$ cat src/hw/fir_bus_pkg.sv
/* Shared address map, widths and bus request types for the AHB-Lite FIR slave.
   Imported by every RTL stage of the slave. */

package fir_bus_pkg;

  // ****************************************
  // Widths
  // ****************************************

  // One halfword data path, byte addressed map of 16 bytes
  localparam int DATA_WIDTH = 16;
  localparam int ADDR_WIDTH = 4;

  // Coefficient count fixed by the map, four halfwords from address 6
  localparam int NUM_COEFFS = 4;

  // ****************************************
  // Address map
  // ****************************************

  localparam logic [ADDR_WIDTH-1:0] ADDR_STATUS     = 4'd0;
  localparam logic [ADDR_WIDTH-1:0] ADDR_RESULT     = 4'd2;
  localparam logic [ADDR_WIDTH-1:0] ADDR_SAMPLE     = 4'd4;
  // F0 here, F1 to F3 follow every two bytes
  localparam logic [ADDR_WIDTH-1:0] ADDR_COEF_START = 4'd6;
  localparam logic [ADDR_WIDTH-1:0] ADDR_COEF_SET   = 4'd14;

  // Status word bit positions
  localparam int STATUS_BUSY_BIT = 0;
  localparam int STATUS_ERR_BIT  = 8;

  // Transfer codes that carry data, IDLE and BUSY are ignored
  localparam logic [1:0] HTRANS_NONSEQ = 2'b10;
  localparam logic [1:0] HTRANS_SEQ    = 2'b11;

  // ****************************************
  // Request types
  // ****************************************

  // One select per register, plus none for idle or unselected cycles
  typedef enum logic [3:0] {
    REG_STATUS,
    REG_RESULT,
    REG_SAMPLE,
    REG_COEF0,
    REG_COEF1,
    REG_COEF2,
    REG_COEF3,
    REG_COEF_SET,
    REG_NONE
  } reg_sel_t;

  // Decoded address phase, held for the data phase
  typedef struct packed {
    logic     valid;
    logic     write;
    reg_sel_t reg_sel;
    // 1 for a byte, 0 for a halfword
    logic     byte_size;
    // Odd byte address, selects the upper lane
    logic     high_lane;
    logic     bad;
  } ahb_req_t;

  // Write word seen as a halfword or as two byte lanes
  typedef union packed {
    logic [DATA_WIDTH-1:0]  half;
    logic [1:0][7:0]        lane;
  } hwdata_u;

endpackage

$ cat src/hw/ahb_addr_phase.sv
/* Address phase stage: decodes hsel, htrans, haddr, hsize and hwrite at each rising
   edge into the request that the data phase stages act on in the next cycle. */

`timescale 1ns/1ps

module ahb_addr_phase (
  input  logic                              tb_clk,
  input  logic                              rst,
  input  logic                              hsel,
  input  logic [1:0]                        htrans,
  input  logic [fir_bus_pkg::ADDR_WIDTH-1:0] haddr,
  input  logic                              hsize,
  input  logic                              hwrite,
  output fir_bus_pkg::ahb_req_t             req
);

  import fir_bus_pkg::*;

  // Halfword aligned address, picks the register
  logic [ADDR_WIDTH-1:0] hw_addr;
  logic                  active;
  // Error terms
  logic                  wr_read_only;
  logic                  top_byte;
  logic                  misaligned;
  ahb_req_t              req_d;

  // ****************************************
  // Decode
  // ****************************************

  assign hw_addr = {haddr[ADDR_WIDTH-1:1], 1'b0};

  // Only NONSEQ and SEQ move data
  assign active = hsel && ((htrans == HTRANS_NONSEQ) || (htrans == HTRANS_SEQ));

  // Status and result live below the sample register
  assign wr_read_only = hwrite && (hw_addr < ADDR_SAMPLE);
  // Upper byte of the set register is not mapped
  assign top_byte     = (haddr == {ADDR_WIDTH{1'b1}});
  // Halfwords must sit on an even address
  assign misaligned   = hsize && haddr[0];

  always_comb begin
    req_d.valid     = active;
    req_d.write     = hwrite;
    // hsize bit 0 is 1 for a halfword
    req_d.byte_size = ~hsize;
    req_d.high_lane = haddr[0];
    req_d.bad       = active && (wr_read_only || top_byte || misaligned);

    unique case (hw_addr)
      ADDR_STATUS:          req_d.reg_sel = REG_STATUS;
      ADDR_RESULT:          req_d.reg_sel = REG_RESULT;
      ADDR_SAMPLE:          req_d.reg_sel = REG_SAMPLE;
      ADDR_COEF_START:      req_d.reg_sel = REG_COEF0;
      ADDR_COEF_START + 2:  req_d.reg_sel = REG_COEF1;
      ADDR_COEF_START + 4:  req_d.reg_sel = REG_COEF2;
      ADDR_COEF_START + 6:  req_d.reg_sel = REG_COEF3;
      ADDR_COEF_SET:        req_d.reg_sel = REG_COEF_SET;
      default:              req_d.reg_sel = REG_NONE;
    endcase

    // Idle cycles select nothing so the read mux returns zero
    if (!active) begin
      req_d.reg_sel = REG_NONE;
    end
  end

  // ****************************************
  // Data phase request register
  // ****************************************

  // No wait states, so a new request is taken every cycle
  always_ff @(posedge tb_clk) begin
    if (rst) begin
      req.valid     <= 1'b0;
      req.write     <= 1'b0;
      req.reg_sel   <= REG_NONE;
      req.byte_size <= 1'b0;
      req.high_lane <= 1'b0;
      req.bad       <= 1'b0;
    end else begin
      req <= req_d;
    end
  end

  // Aligned halfword accesses to a coefficient are always legal,
  // whatever the direction
  assert property (@(posedge tb_clk) disable iff (rst)
    (req.valid && !req.byte_size && !req.high_lane &&
     (req.reg_sel inside {REG_COEF0, REG_COEF1, REG_COEF2, REG_COEF3}))
    |-> !req.bad)
    else $error("Aligned coefficient access flagged as bad");

endmodule

$ cat src/hw/ahb_fir_slave.sv
/* Top level of the AHB-Lite FIR slave, joining the address phase, register file and
   response stages between the bus and the FIR filter. */

`timescale 1ns/1ps

module ahb_fir_slave (
  input  logic                                       tb_clk,
  input  logic                                       rst,
  // AHB-Lite without hready
  input  logic                                       hsel,
  input  logic [1:0]                                 htrans,
  input  logic [fir_bus_pkg::ADDR_WIDTH-1:0]         haddr,
  input  logic                                       hsize,
  input  logic                                       hwrite,
  input  logic [fir_bus_pkg::DATA_WIDTH-1:0]         hwdata,
  output logic [fir_bus_pkg::DATA_WIDTH-1:0]         hrdata,
  output logic                                       hresp,
  // Filter side
  input  logic [fir_bus_pkg::DATA_WIDTH-1:0]         fir_out,
  input  logic                                       modwait,
  input  logic                                       err,
  input  logic [$clog2(fir_bus_pkg::NUM_COEFFS)-1:0] coefficient_num,
  output logic [fir_bus_pkg::DATA_WIDTH-1:0]         sample_data,
  output logic                                       data_ready,
  output logic [fir_bus_pkg::DATA_WIDTH-1:0]         fir_coefficient,
  output logic                                       new_coefficient_set
);

  import fir_bus_pkg::*;

  // Request held for the data phase
  ahb_req_t                              req;
  // Stored coefficients, read back on the bus
  logic [NUM_COEFFS-1:0][DATA_WIDTH-1:0] coeffs;

  // ****************************************
  // Stages
  // ****************************************

  ahb_addr_phase i_ahb_addr_phase (
    .tb_clk (tb_clk),
    .rst    (rst),
    .hsel   (hsel),
    .htrans (htrans),
    .haddr  (haddr),
    .hsize  (hsize),
    .hwrite (hwrite),
    .req    (req)
  );

  // Write word enters as the halfword view of the union
  fir_reg_file i_fir_reg_file (
    .tb_clk              (tb_clk),
    .rst                 (rst),
    .req                 (req),
    .hwdata              (hwdata),
    .modwait             (modwait),
    .coefficient_num     (coefficient_num),
    .sample_data         (sample_data),
    .data_ready          (data_ready),
    .coeffs              (coeffs),
    .new_coefficient_set (new_coefficient_set),
    .fir_coefficient     (fir_coefficient)
  );

  ahb_response i_ahb_response (
    .req                 (req),
    .sample_data         (sample_data),
    .coeffs              (coeffs),
    .new_coefficient_set (new_coefficient_set),
    .fir_out             (fir_out),
    .modwait             (modwait),
    .err                 (err),
    .hrdata              (hrdata),
    .hresp               (hresp)
  );

endmodule

$ cat src/hw/ahb_response.sv
/* Data phase response: returns the register that the held request selects on hrdata
   and raises hresp for one cycle when that request is an error access. */

`timescale 1ns/1ps

module ahb_response (
  input  fir_bus_pkg::ahb_req_t                req,
  input  logic [fir_bus_pkg::DATA_WIDTH-1:0]   sample_data,
  input  logic [fir_bus_pkg::NUM_COEFFS-1:0][fir_bus_pkg::DATA_WIDTH-1:0] coeffs,
  input  logic                                 new_coefficient_set,
  input  logic [fir_bus_pkg::DATA_WIDTH-1:0]   fir_out,
  input  logic                                 modwait,
  input  logic                                 err,
  output logic [fir_bus_pkg::DATA_WIDTH-1:0]   hrdata,
  output logic                                 hresp
);

  import fir_bus_pkg::*;

  // Filter flags as the status register shows them
  logic [DATA_WIDTH-1:0] status_word;

  // ****************************************
  // Status word
  // ****************************************

  // Busy and error flags, all other bits read as zero
  always_comb begin
    status_word                  = '0;
    status_word[STATUS_BUSY_BIT] = modwait;
    status_word[STATUS_ERR_BIT]  = err;
  end

  // ****************************************
  // Read data
  // ****************************************

  // Whole halfword goes out, a byte read takes its own lane
  always_comb begin
    case (req.reg_sel)
      REG_STATUS:   hrdata = status_word;
      REG_RESULT:   hrdata = fir_out;
      REG_SAMPLE:   hrdata = sample_data;
      REG_COEF0:    hrdata = coeffs[0];
      REG_COEF1:    hrdata = coeffs[1];
      REG_COEF2:    hrdata = coeffs[2];
      REG_COEF3:    hrdata = coeffs[3];
      // Flag sits in bit 0
      REG_COEF_SET: hrdata = {{(DATA_WIDTH-1){1'b0}}, new_coefficient_set};
      // Idle, unselected or unmapped
      default:      hrdata = '0;
    endcase
  end

  // ****************************************
  // Error response
  // ****************************************

  // One-cycle error, high for the whole data phase of a bad request
  always_comb begin
    hresp = req.bad;
    // An error response belongs to a real transfer
    if (hresp) begin
      assert (req.valid)
        else $error("hresp raised without a valid request");
    end
  end

endmodule

$ cat src/hw/fir_reg_file.sv
/* Register file of the slave: takes good data phase writes into the sample,
   coefficient and set-flag registers and drives the filter-side outputs. */

`timescale 1ns/1ps

module fir_reg_file (
  input  logic                                       tb_clk,
  input  logic                                       rst,
  input  fir_bus_pkg::ahb_req_t                      req,
  input  fir_bus_pkg::hwdata_u                       hwdata,
  input  logic                                       modwait,
  input  logic [$clog2(fir_bus_pkg::NUM_COEFFS)-1:0] coefficient_num,
  output logic [fir_bus_pkg::DATA_WIDTH-1:0]         sample_data,
  output logic                                       data_ready,
  output logic [fir_bus_pkg::NUM_COEFFS-1:0][fir_bus_pkg::DATA_WIDTH-1:0] coeffs,
  output logic                                       new_coefficient_set,
  output logic [fir_bus_pkg::DATA_WIDTH-1:0]         fir_coefficient
);

  import fir_bus_pkg::*;

  // Index of the last coefficient the loader asks for
  localparam int LAST_COEF = NUM_COEFFS - 1;

  logic wr_en;
  logic sample_wr;
  logic set_wr;
  // Loader has taken the last coefficient
  logic load_done;

  // ****************************************
  // Write strobes
  // ****************************************

  // Bad requests are dropped here, nothing changes
  assign wr_en     = req.valid && req.write && !req.bad;
  assign sample_wr = wr_en && (req.reg_sel == REG_SAMPLE);
  assign set_wr    = wr_en && (req.reg_sel == REG_COEF_SET);

  assign load_done = new_coefficient_set && (coefficient_num == LAST_COEF) && !modwait;

  // Byte writes replace only their own lane
  function automatic logic [DATA_WIDTH-1:0] merge_write(
    input hwdata_u old_val,
    input hwdata_u new_val,
    input logic    byte_size,
    input logic    high_lane
  );
    hwdata_u merged;
    merged = new_val;
    if (byte_size) begin
      merged = old_val;
      merged.lane[high_lane] = new_val.lane[high_lane];
    end
    return merged.half;
  endfunction

  // ****************************************
  // Sample register and ready pulse
  // ****************************************

  always_ff @(posedge tb_clk) begin
    if (rst) begin
      sample_data <= '0;
      data_ready  <= 1'b0;
    end else begin
      // Pulse lasts the cycle after the write edge
      data_ready <= sample_wr;
      if (sample_wr) begin
        sample_data <= merge_write(sample_data, hwdata, req.byte_size, req.high_lane);
      end
    end
  end

  // ****************************************
  // Coefficients
  // ****************************************

  always_ff @(posedge tb_clk) begin
    if (rst) begin
      coeffs <= '0;
    end else begin
      for (int i = 0; i < NUM_COEFFS; i++) begin
        // F0 to F3 are consecutive selects
        if (wr_en && (req.reg_sel == reg_sel_t'(REG_COEF0 + i))) begin
          coeffs[i] <= merge_write(coeffs[i], hwdata, req.byte_size, req.high_lane);
        end
      end
    end
  end

  // Loader reads its coefficient in the same cycle
  assign fir_coefficient = coeffs[coefficient_num];

  // ****************************************
  // Coefficient set flag
  // ****************************************

  always_ff @(posedge tb_clk) begin
    if (rst) begin
      new_coefficient_set <= 1'b0;
    end else if (set_wr) begin
      // Bus write wins over the loader clearing it
      new_coefficient_set <= hwdata.half[0];
    end else if (load_done) begin
      new_coefficient_set <= 1'b0;
    end
  end

  // Filter needs at least a cycle between samples, so the master
  // never writes the sample register in two data phases in a row
  assert property (@(posedge tb_clk) disable iff (rst)
    data_ready |=> !data_ready)
    else $error("data_ready held high for two cycles");

endmodule

$ cat config.mk
export PLATFORM = sky130hd
export DESIGN_NAME = ahb_fir_slave
export DESIGN_NICKNAME = d
export VERILOG_FILES = /design/src/hw/fir_bus_pkg.sv /design/src/hw/ahb_addr_phase.sv /design/src/hw/ahb_fir_slave.sv /design/src/hw/ahb_response.sv /design/src/hw/fir_reg_file.sv
export SDC_FILE = /design/constraint.sdc
export NUM_CORES = 1
export LEC_CHECK = 0
export BUFFER_PORTS_ARGS = -buffer_cell sky130_fd_sc_hd__buf_4
export CAP_MARGIN = 20
export CORE_MARGIN = 1.5
export CORE_UTILIZATION = 55
export DETAILED_ROUTE_END_ITERATION = 6
export PLACE_DENSITY = 0.75
export SYNTH_ARGS = -nofsm -noshare
export SYNTH_HDL_FRONTEND = slang
export SYNTH_SLANG_ARGS = --single-unit
export TNS_END_PERCENT = 10
$ cat constraint.sdc
create_clock -name tb_clk -period 2.54 [get_ports tb_clk]
set_clock_uncertainty 0.05 [all_clocks]
set_input_delay 0.381 -clock tb_clk [delete_from_list [all_inputs] [get_ports tb_clk]]
set_output_delay 0.381 -clock tb_clk [all_outputs]
set_load 0.02 [all_outputs]
Yosys cells after proc, flatten, opt, wreduce, memory -nomap -nowiden
Memories as Yosys holds them, arrays and structs flattened. A register that Yosys moved wholly into a read port is not among the register bits.
Cells that the tools add are included.

word-level totals
  register bits = 87
  latch bits = 0
  memory bits (writable) = 0
  memory bits (read-only) = 64
  input bits = 47
  output and inout port bits = 51
  word-level logic and storage cells = 72
  memories = 1

cells by class
  add/sub/neg operators = 0
  $mul = 0
  div/mod/pow operators = 0
  order comparisons = 4
  eq/ne operators = 11
  shift-type cells = 0
  muxes and demuxes = 19
  bitwise gates (word level) = 2
  reductions and logical operators = 23

memory list
  memory           depth  bits a word  rd ports  clocked after Yosys merged registers in  wr ports  RTL line              source
  (no name shown)  16     4            1         1                                        0         ahb_addr_phase.sv:52  unique case (hw_addr)

operator list
  cell                                                                          number
  16-bit one-hot mux with 8 select lines                                        1
  16-bit two-way mux                                                            6
  16-bit bitwise mux                                                            5
  16-bit binary-select mux with 2-bit select                                    1
  8-bit two-way mux                                                             3
  4-bit by 3-bit equality test with 1-bit output, second input constant         4
  1-bit logical AND                                                             15
  8-bit demux with 1-bit select                                                 1
  4-bit by 2-bit equality test with 1-bit output, second input constant         2
  2-bit equality test, second input constant                                    3
  4-bit by 1-bit equality test with 1-bit output, second input constant         1
  4-bit equality test, second input constant                                    1
  4-bit zero test                                                               1
  4-bit by 3-bit less-than comparator with 1-bit output, second input constant  1
  1-bit logical OR                                                              3
  2-bit by 3-bit less-than comparator with 1-bit output, second input constant  1
  1-bit zero test                                                               2
  1-bit by 2-bit less-than comparator with 1-bit output, second input constant  1
  1-bit two-way mux                                                             2
  1-bit inverter                                                                2
  2-bit nonzero test                                                            1
  2-bit OR reduction                                                            1
  1-bit greater-or-equal comparator, second input constant                      1

Longest topological paths before layout
Gate-level depths: netlist of the first run.

  depth after elaboration = 6
  depth in mapped cells = 6

Hierarchy
Synthesis of the first run repeated with hierarchy kept, for this count alone.

second synthesis, totals
  cells, all modules = 477
  area, all modules = 4,973.5 um^2

modules (own cells, without submodules)
  module          instances  cells an instance  area an instance (um^2)
  fir_reg_file    1          320                3,696.0
  ahb_response    1          136                1,018.5
  ahb_addr_phase  1          21                 259.0

Worst setup path before layout of the first run
Ideal clock, no wire load.

  kind = register to output
  start = register, netlist name i_ahb_addr_phase.req[5]
  end = output port hrdata[8] (netlist name)
  data arrival time = 1,823 ps
  data required time = 2,109 ps
  slack = 286 ps
  stages on the path, launching flop included = 7
  cells stage by stage = dfxtp_1 -> buf_4 -> buf_2 -> buf_2 -> nand3b_1 -> o211a_1 -> o311ai_0

on the way
  cells in the longest elaborated chain, start to end = 2
  elaborated cells between the ends (all ways) = 9

RTL lines
  what                                                                          RTL line             source
  4-bit by 3-bit equality test with 1-bit output, or another cell as far along  ahb_response.sv:40   case (req.reg_sel)
  16-bit one-hot mux with 8 select lines (*)                                    ahb_response.sv:40
  to (decl)                                                                     ahb_fir_slave.sv:16  output logic [fir_bus_pkg::DATA_WIDTH-1:0] hrdata,

Every way passes the cells marked *; elsewhere a longest branch is shown, timed or not.

Worst setup path in the final report of the first run
  start = register, netlist name i_ahb_addr_phase.req[3]
  end = output port hrdata[15] (netlist name)

on the way
  cells in the longest elaborated chain, start to end = 2
  elaborated cells between the ends (all ways) = 9

RTL lines
  what                                                                          RTL line
  4-bit by 3-bit equality test with 1-bit output, or another cell as far along  ahb_response.sv:40
  16-bit one-hot mux with 8 select lines (*)                                    ahb_response.sv:40

Marks and branches as above.

==> impl_metrics.py, run 1 <==
metrics = {
    "setup_path": {
        "cp_max_fo": 14,
        "worstPathCellList": "buf_4 > nor4bb_4 > buf_12 > a22oi_1 > o211ai_1 > buf_4",
        "startpoint_type": "register",
        "cp.depth": 6,
        "regToRegStartpoint": "i_ahb_addr_phase.req[0]",
        "startpoint": "i_ahb_addr_phase.req[3]",
        "slowest_delay_ps": 420,
        "rr_worst_depth": 4,
        "cp_common_cell": "buf_4",
        "path_buf_inv": 3,
        "required_ps": 2110,
        "worstPathArrival_ps": 2020,
        "worstSetupEndpointType": "output port",
        "slowest_stage": "dfxtp_4",
        "critPathTopFamily": "buffers and inverters",
        "critPathKind": "reg2out",
    },
    "global_routing": {
        "top_usage_layer": "met2",
        "grt_max_degree": 81,
        "use_met2_pct": 51.0,
        "grt_util_met3_pct": 5.43,
        "grt_usage_pct": 33.7,
        "met1_usage_pct": 49.5,
        "grt_pass1_vias": 4924,
        "grt_antenna_before_repair": 0,
        "grt-ovfl-total": 0,
        "grt_pass1_wl_mm": 26.5,
    },
    "place": {
        "port_buffers": 96,
        "hpwlAfterDp_mm": 11.2,
        "post-place-ws_ps": 268,
        "gp_congestion": 0.913,
        "place_inst": 735,
        "placed_cell_area_um2": 6060,
    },
    "worst_hold_path": {
        "min_path_cells": 2,
        "hp-class": "in2reg",
        "hold_path_startpoint": "hsize",
    },
    "clocking": {
        "clkLatencyLatePin_ps": 350,
        "cts_buffers": 9,
        "clk_pin_slew_ps": 90,
        "numClockSinks": 91,
        "clock-root-buffer": "clkbuf_8",
        "clockBufferDepth": 2,
        "ctsHoldBuffers": 0,
        "cts_tree": "built",
        "htree_levels": 3,
    },
    "floorplanning": {
        "ios": 98,
        "row_count": 35,
        "die_w_um": 100,
        "start_util_pct": 56.4,
        "fp.dieH_um": 100,
        "die-area_um2": 10000,
        "core_um2": 9200,
    },
    "routing": {
        "via_per_inst": 7.16,
        "wl_per_cell_um": 22.7,
        "routed_wl_mm": 17.1,
        "drc": 0,
        "vias": 5379,
        "dr.pass1.iters": 5,
        "drt_iter0_drc": 732,
        "ant_nets": 0,
    },
    "synthesis": {
        "synth_seq_cells": 91,
        "syn_nets": 625,
        "avgSynthCellArea_um2": 8.98,
        "ys.flop_type": "dfxtp_1",
        "synth_top_area_cell": "dfxtp_1",
        "synth_most_common_cell": "dfxtp_1",
        "synth_area_um2": 5190,
        "ys_seq_area_share_pct": 35.1,
        "yosysTopAreaCellShare_pct": 35.1,
        "synthTopCellsByArea": "dfxtp_1 35%, o31ai_1 10%, nand4_1 9.6%",
        "yosysUniqueCellTypes": 44,
        "synth_common_cells": "91 x dfxtp_1, 82 x a21oi_1, 80 x nand4_1",
        "synth_cells": 578,
        "ys_warn_count": 0,
        "synthArstFlopShare_pct": 0,
        "synth_edf_count": 0,
    },
    "cells_and_area": {
        "n_antenna_cell": 0,
        "area_delta_synth_final_pct": 20.5,
        "fin_area_um2": 6250,
        "final_util_pct": 68.0,
        "fillers": 735,
        "fin_nets": 682,
        "finalNonFillerCells": 751,
        "seqCellArea_um2": 1830,
        "multi_input_area_um2": 3020,
        "drive_above_1_share_pct": 30.0,
    },
    "power_and_ir_drop": {
        "leakage_nw": 2.06,
        "p_comb_share_pct": 9.7,
        "ir_drop_uv": 370,
        "p_switching_mw": 0.713,
        "powerDensity_nw_per_um2": 415,
        "swShare_pct": 27.5,
        "pwr-share-seq_pct": 55.5,
        "p_int_mw": 1.88,
        "totalPowerFinal_mw": 2.60,
        "clockPowerShare_pct": 34.8,
    },
    "timing": {
        "slew_headroom_pct": 38.2,
        "rsz0062_at_grt": "no",
        "max_freq_mhz": 409,
        "finalSetupTns_ps": 0,
        "setup_viol": 0,
        "slew_viol_final": 0,
        "period_needed_ps": 2450,
        "post-route-period-util_pct": 96.3,
        "hold_ws_ps": 131,
        "worst_slack_ps": 93.1,
        "worstMarginPinSlew_ps": 925,
        "hold_violations": 0,
    },
    "flow_run": {
        "maxCapViolCount": 0,
    },
    "outcome": {
        "status": "completed",
    },
}
-- repair_timing --
item                                    in CTS  in global routing
buffers inserted                             0                  0
gates resized for setup                      2                  6
pin swaps                                    0                  1
endpoints found under the hold margin        0                  0
endpoints found under the setup margin      14                 15
-- logic make-up (layout without fill, tap and decap cells) --
family / after synthesis / in the layout / synth area share (%)
buf+inv: 91 / 153 / 7.72
flops: 91 / 91 / 35.1
simple gates: 151 / 151 / 20.0
compound gates: 223 / 223 / 29.0
mux: 22 / 22 / 8.15
-- layer usage --
layer / share of wire [%] / wire (µm)
met5: 0 / 0
met4: 1.5 / 257
met3: 11 / 1830
met2: 46 / 7860
met1: 42 / 7100
-- registers in the layout (all words and copies together) (netlist names) --
signal	count
i_fir_reg_file.sample_data	16
i_fir_reg_file.new_coefficient_set	1
i_fir_reg_file.coeffs	64
i_fir_reg_file.data_ready	1
i_ahb_addr_phase.req	9
-- cell usage in the layout (no fill, tap or decap), types with 3 or more instances in the layout --
cell	n
mux2i_1	4
nand2_1	7
a21o_1	3
o31ai_1	71
nand4bb_1	3
or3_1	5
inv_1	3
a22oi_1	31
nor2b_1	5
o21ai_0	8
buf_4	127
and2_1	4
clkinv_2	3
nand3b_1	6
a21oi_1	82
o221ai_1	4
mux4_2	16
and3b_1	12
o31ai_2	9
nor2b_2	3
nand2b_1	4
nor4bb_4	3
dfxtp_1	88
clkbuf_8	9
nor2_1	3
o211ai_1	11
nand4_1	80
nor3b_1	3
buf_12	6
-- power by group through the flow --
stage / Clock [mW] / Sequential (mW) / Combinational, mW
after global routing: 0.975 / 1.44 / 0.263
after floorplan: 0 / 1.47 / 0.128
after detailed placement: 0 / 1.47 / 0.243
after CTS: 0.908 / 1.44 / 0.245
after global placement: 0 / 1.47 / 0.241
final: 0.904 / 1.44 / 0.251
-- path summary, 6_finish.rpt --
kind	to	slack, ps
worst max-delay path	hrdata[15]	90
worst min-delay path	i_ahb_addr_phase.req[2]	130
worst max register to register	i_fir_reg_file.coeffs[61]	500
worst min register to register	i_fir_reg_file.coeffs[62]	440
-- worst reg2reg max path, stage by stage, from the launching register on --
cell and delay (ps):
dfxtp_1 320, nand3b_1 700, buf_12 450, o31ai_1 300, a21oi_1 110
-- layout make-up --
| cell class | count | area share, % |
|---|---|---|
| flip-flops and latches | 91 | 29.2 |
| multi-input cells | 396 | 48.3 |
| repair buffers | 134 | 17.4 |
| well taps | 111 | 2.22 |
| inverters | 3 | 0.180 |
| clock buffers | 10 | 2.04 |
| clock inverters | 6 | 0.641 |
Note: power is estimated with default switching activity, not from simulation.
==> run 2, diff against run 1 <==
--- a/constraint.sdc
+++ b/constraint.sdc
@@ -4,2 +4,2 @@
 set_output_delay 0.381 -clock tb_clk [all_outputs]
-set_load 0.02 [all_outputs]
+set_load 0.1 [all_outputs]
==> run 2 against run 1 <==
Critical path type unchanged. Highest routed layer unchanged. Sequential share of layout area decreased by 0.59 points. Sequential cell count stayed put. Core utilization increased by 2.3 points. First-iteration DRC count is 17% lower. Register-to-register slack better by 50 ps. Combinational power up 8.4%. Non-clock buffer count is 14 higher. Clock power increased by 17%. Routed wire length grew 5.1%.
==> impl_metrics.py, run 2 (same netlist as run 1, synthesis figures left out) <==
metrics = {
    "power_and_ir_drop": {
        "ir_drop_uv": 260,
        "leakage_nw": 2.17,
        "p_comb_share_pct": 9.8,
        "p_switching_mw": 0.733,
        "swShare_pct": 26.5,
        "p_int_mw": 2.04,
        "pwr-share-seq_pct": 52.0,
        "clockPowerShare_pct": 38.2,
        "totalPowerFinal_mw": 2.77,
        "powerDensity_nw_per_um2": 429,
    },
    "routing": {
        "vias": 5539,
        "ant_nets": 0,
        "dr.pass1.iters": 6,
        "via_per_inst": 7.25,
        "wl_per_cell_um": 23.5,
        "drt_iter0_drc": 608,
        "routed_wl_mm": 17.9,
        "drc": 0,
    },
    "setup_path": {
        "required_ps": 2110,
        "path_buf_inv": 5,
        "cp_max_fo": 7,
        "regToRegSetupSlack_ps": 550,
        "worstPathArrival_ps": 2080,
        "startpoint_type": "register",
        "slowest_stage": "dfxtp_4",
        "worstSetupEndpointType": "output port",
        "critPathKind": "reg2out",
        "slowest_delay_ps": 370,
        "cp_common_cell": "buf_4",
        "critPathTopFamily": "buffers and inverters",
        "worstPathCellList": "buf_4 > nor4b_4 > buf_6 > buf_12 > buf_4 > nand2_1 > o311ai_2 > buf_4",
    },
    "cells_and_area": {
        "reg_top3": "i_fir_reg_file.coeffs (64), i_fir_reg_file.sample_data (16), i_ahb_addr_phase.req (9)",
        "fin_nets": 696,
        "largest_register": "i_fir_reg_file.coeffs",
        "n_antenna_cell": 0,
        "layout_commonest_cell": "buf_4",
        "area_delta_synth_final_pct": 24.5,
        "largest_reg_flops": 64,
        "finalNonFillerCells": 764,
        "drive_above_1_share_pct": 33.7,
        "mostFrequentLayoutCells": "135 x buf_4, 82 x a21oi_1, 80 x nand4_1",
        "fillers": 721,
    },
    "clocking": {
        "numClockSinks": 91,
        "clock-root-buffer": "clkbuf_8",
        "cts_buffers": 9,
        "clockBufferDepth": 2,
        "clkLatencyLatePin_ps": 360,
        "cts_tree": "built",
        "htree_levels": 3,
        "clk_pin_slew_ps": 90,
    },
    "global_routing": {
        "grt_pass1_wl_mm": 26.8,
        "grt-ovfl-total": 0,
        "grt_pass1_vias": 5001,
        "grt_usage_pct": 34.3,
        "grt_max_degree": 59,
        "grt_antenna_before_repair": 0,
    },
    "floorplanning": {
        "die_w_um": 100,
        "start_util_pct": 56.4,
        "die-area_um2": 10000,
        "ios": 98,
        "fp.dieH_um": 100,
        "row_count": 35,
        "core_um2": 9200,
    },
    "flow_run": {
        "maxCapViolCount": 0,
    },
    "timing": {
        "max_freq_mhz": 398,
        "slew_headroom_pct": 44.2,
        "period_needed_ps": 2510,
        "slew_viol_final": 0,
        "hold_violations": 0,
        "post-route-period-util_pct": 98.9,
        "setup_viol": 0,
        "worstMarginPinSlew_ps": 837,
    },
    "place": {
        "gp_congestion": 0.880,
        "hpwlAfterDp_mm": 11.4,
        "place_inst": 739,
        "port_buffers": 96,
    },
    "worst_hold_path": {
        "hp-class": "in2reg",
    },
    "outcome": {
        "status": "completed",
    },
}
-- run 2: cell types whose count changed in the layout (fill, tap and decap cells not counted), moves of 2 or more --
cell / previous run / this run
dfxtp_1: 88 / 76
dfxtp_2: 2 / 11
buf_4: 127 / 135
buf_6: 1 / 9
buf_12: 6 / 2
clkinv_2: 3 / 0
dfxtp_4: 1 / 4
o221ai_1: 4 / 1
o221ai_2: 0 / 3
clkbuf_16: 0 / 2
clkbuf_8: 9 / 11
nor2b_1: 5 / 7
nor2b_2: 3 / 1
-- run 2: path summary, 6_finish.rpt --
kind,start,end,cells past startpoint
min reg2reg,i_fir_reg_file.sample_data[12],i_fir_reg_file.sample_data[12],2
min,hsize,i_ahb_addr_phase.req[2],2
max reg2reg,i_ahb_addr_phase.req[3],i_fir_reg_file.coeffs[59],5
max,i_ahb_addr_phase.req[4],hrdata[8],8
-- run 2: metrics by stage --
stage | setup slack (ps) | utilization (%) | hold slack [ps] | setup TNS (ps) | cell area [µm²]
final | 27.6 | 70.2 | 119 | 0 | 6460
after floorplan | -360 | - | 398 | -4250 | 5290
after detailed placement | 193 | 66.2 | 418 | 0 | 6090
after global routing | -21.9 | 70.2 | 116 | -39.3 | 6460
after global placement | 247 | 66.2 | 411 | 0 | 6090
after CTS | 6.26 | 68.7 | 115 | 0 | 6310
-- run 2: power groups by stage --
stage / sequential, mW / combinational [mW] / clock, mW
2_1_floorplan: 1.47 / 0.145 / 0
3_3_place_gp: 1.47 / 0.257 / 0
3_5_place_dp: 1.48 / 0.258 / 0
4_1_cts: 1.44 / 0.259 / 1.05
5_1_grt: 1.44 / 0.283 / 1.10
6_report: 1.44 / 0.272 / 1.06
-- run 2: cell type report --
type | instances | area [µm²] | share of cell area, %
Clock buffer | 12 | 155 | 2.40
Clock inverter | 3 | 46.3 | 0.717
Inverter | 3 | 11.3 | 0.174
Multi-Input combinational cell | 396 | 3050 | 47.2
Sequential cell | 91 | 1850 | 28.7
Tap cell | 111 | 139 | 2.15
Timing Repair Buffer | 148 | 1200 | 18.7
-- run 2: per-layer routing --
metal | track usage [%] | part of all wire (%)
met5 | 0 | 0
met4 | 11.5 | 2.9
met2 | 51.2 | 45
met3 | 6.82 | 12
met1 | 49.8 | 41
-- run 2: timing repair --
action	in CTS	in global routing
endpoints found under the setup margin	16	15
buffers inserted	0	8
gates cloned	0	2
gates resized for setup	6	11
pin swaps	0	3
hold buffers	0	0
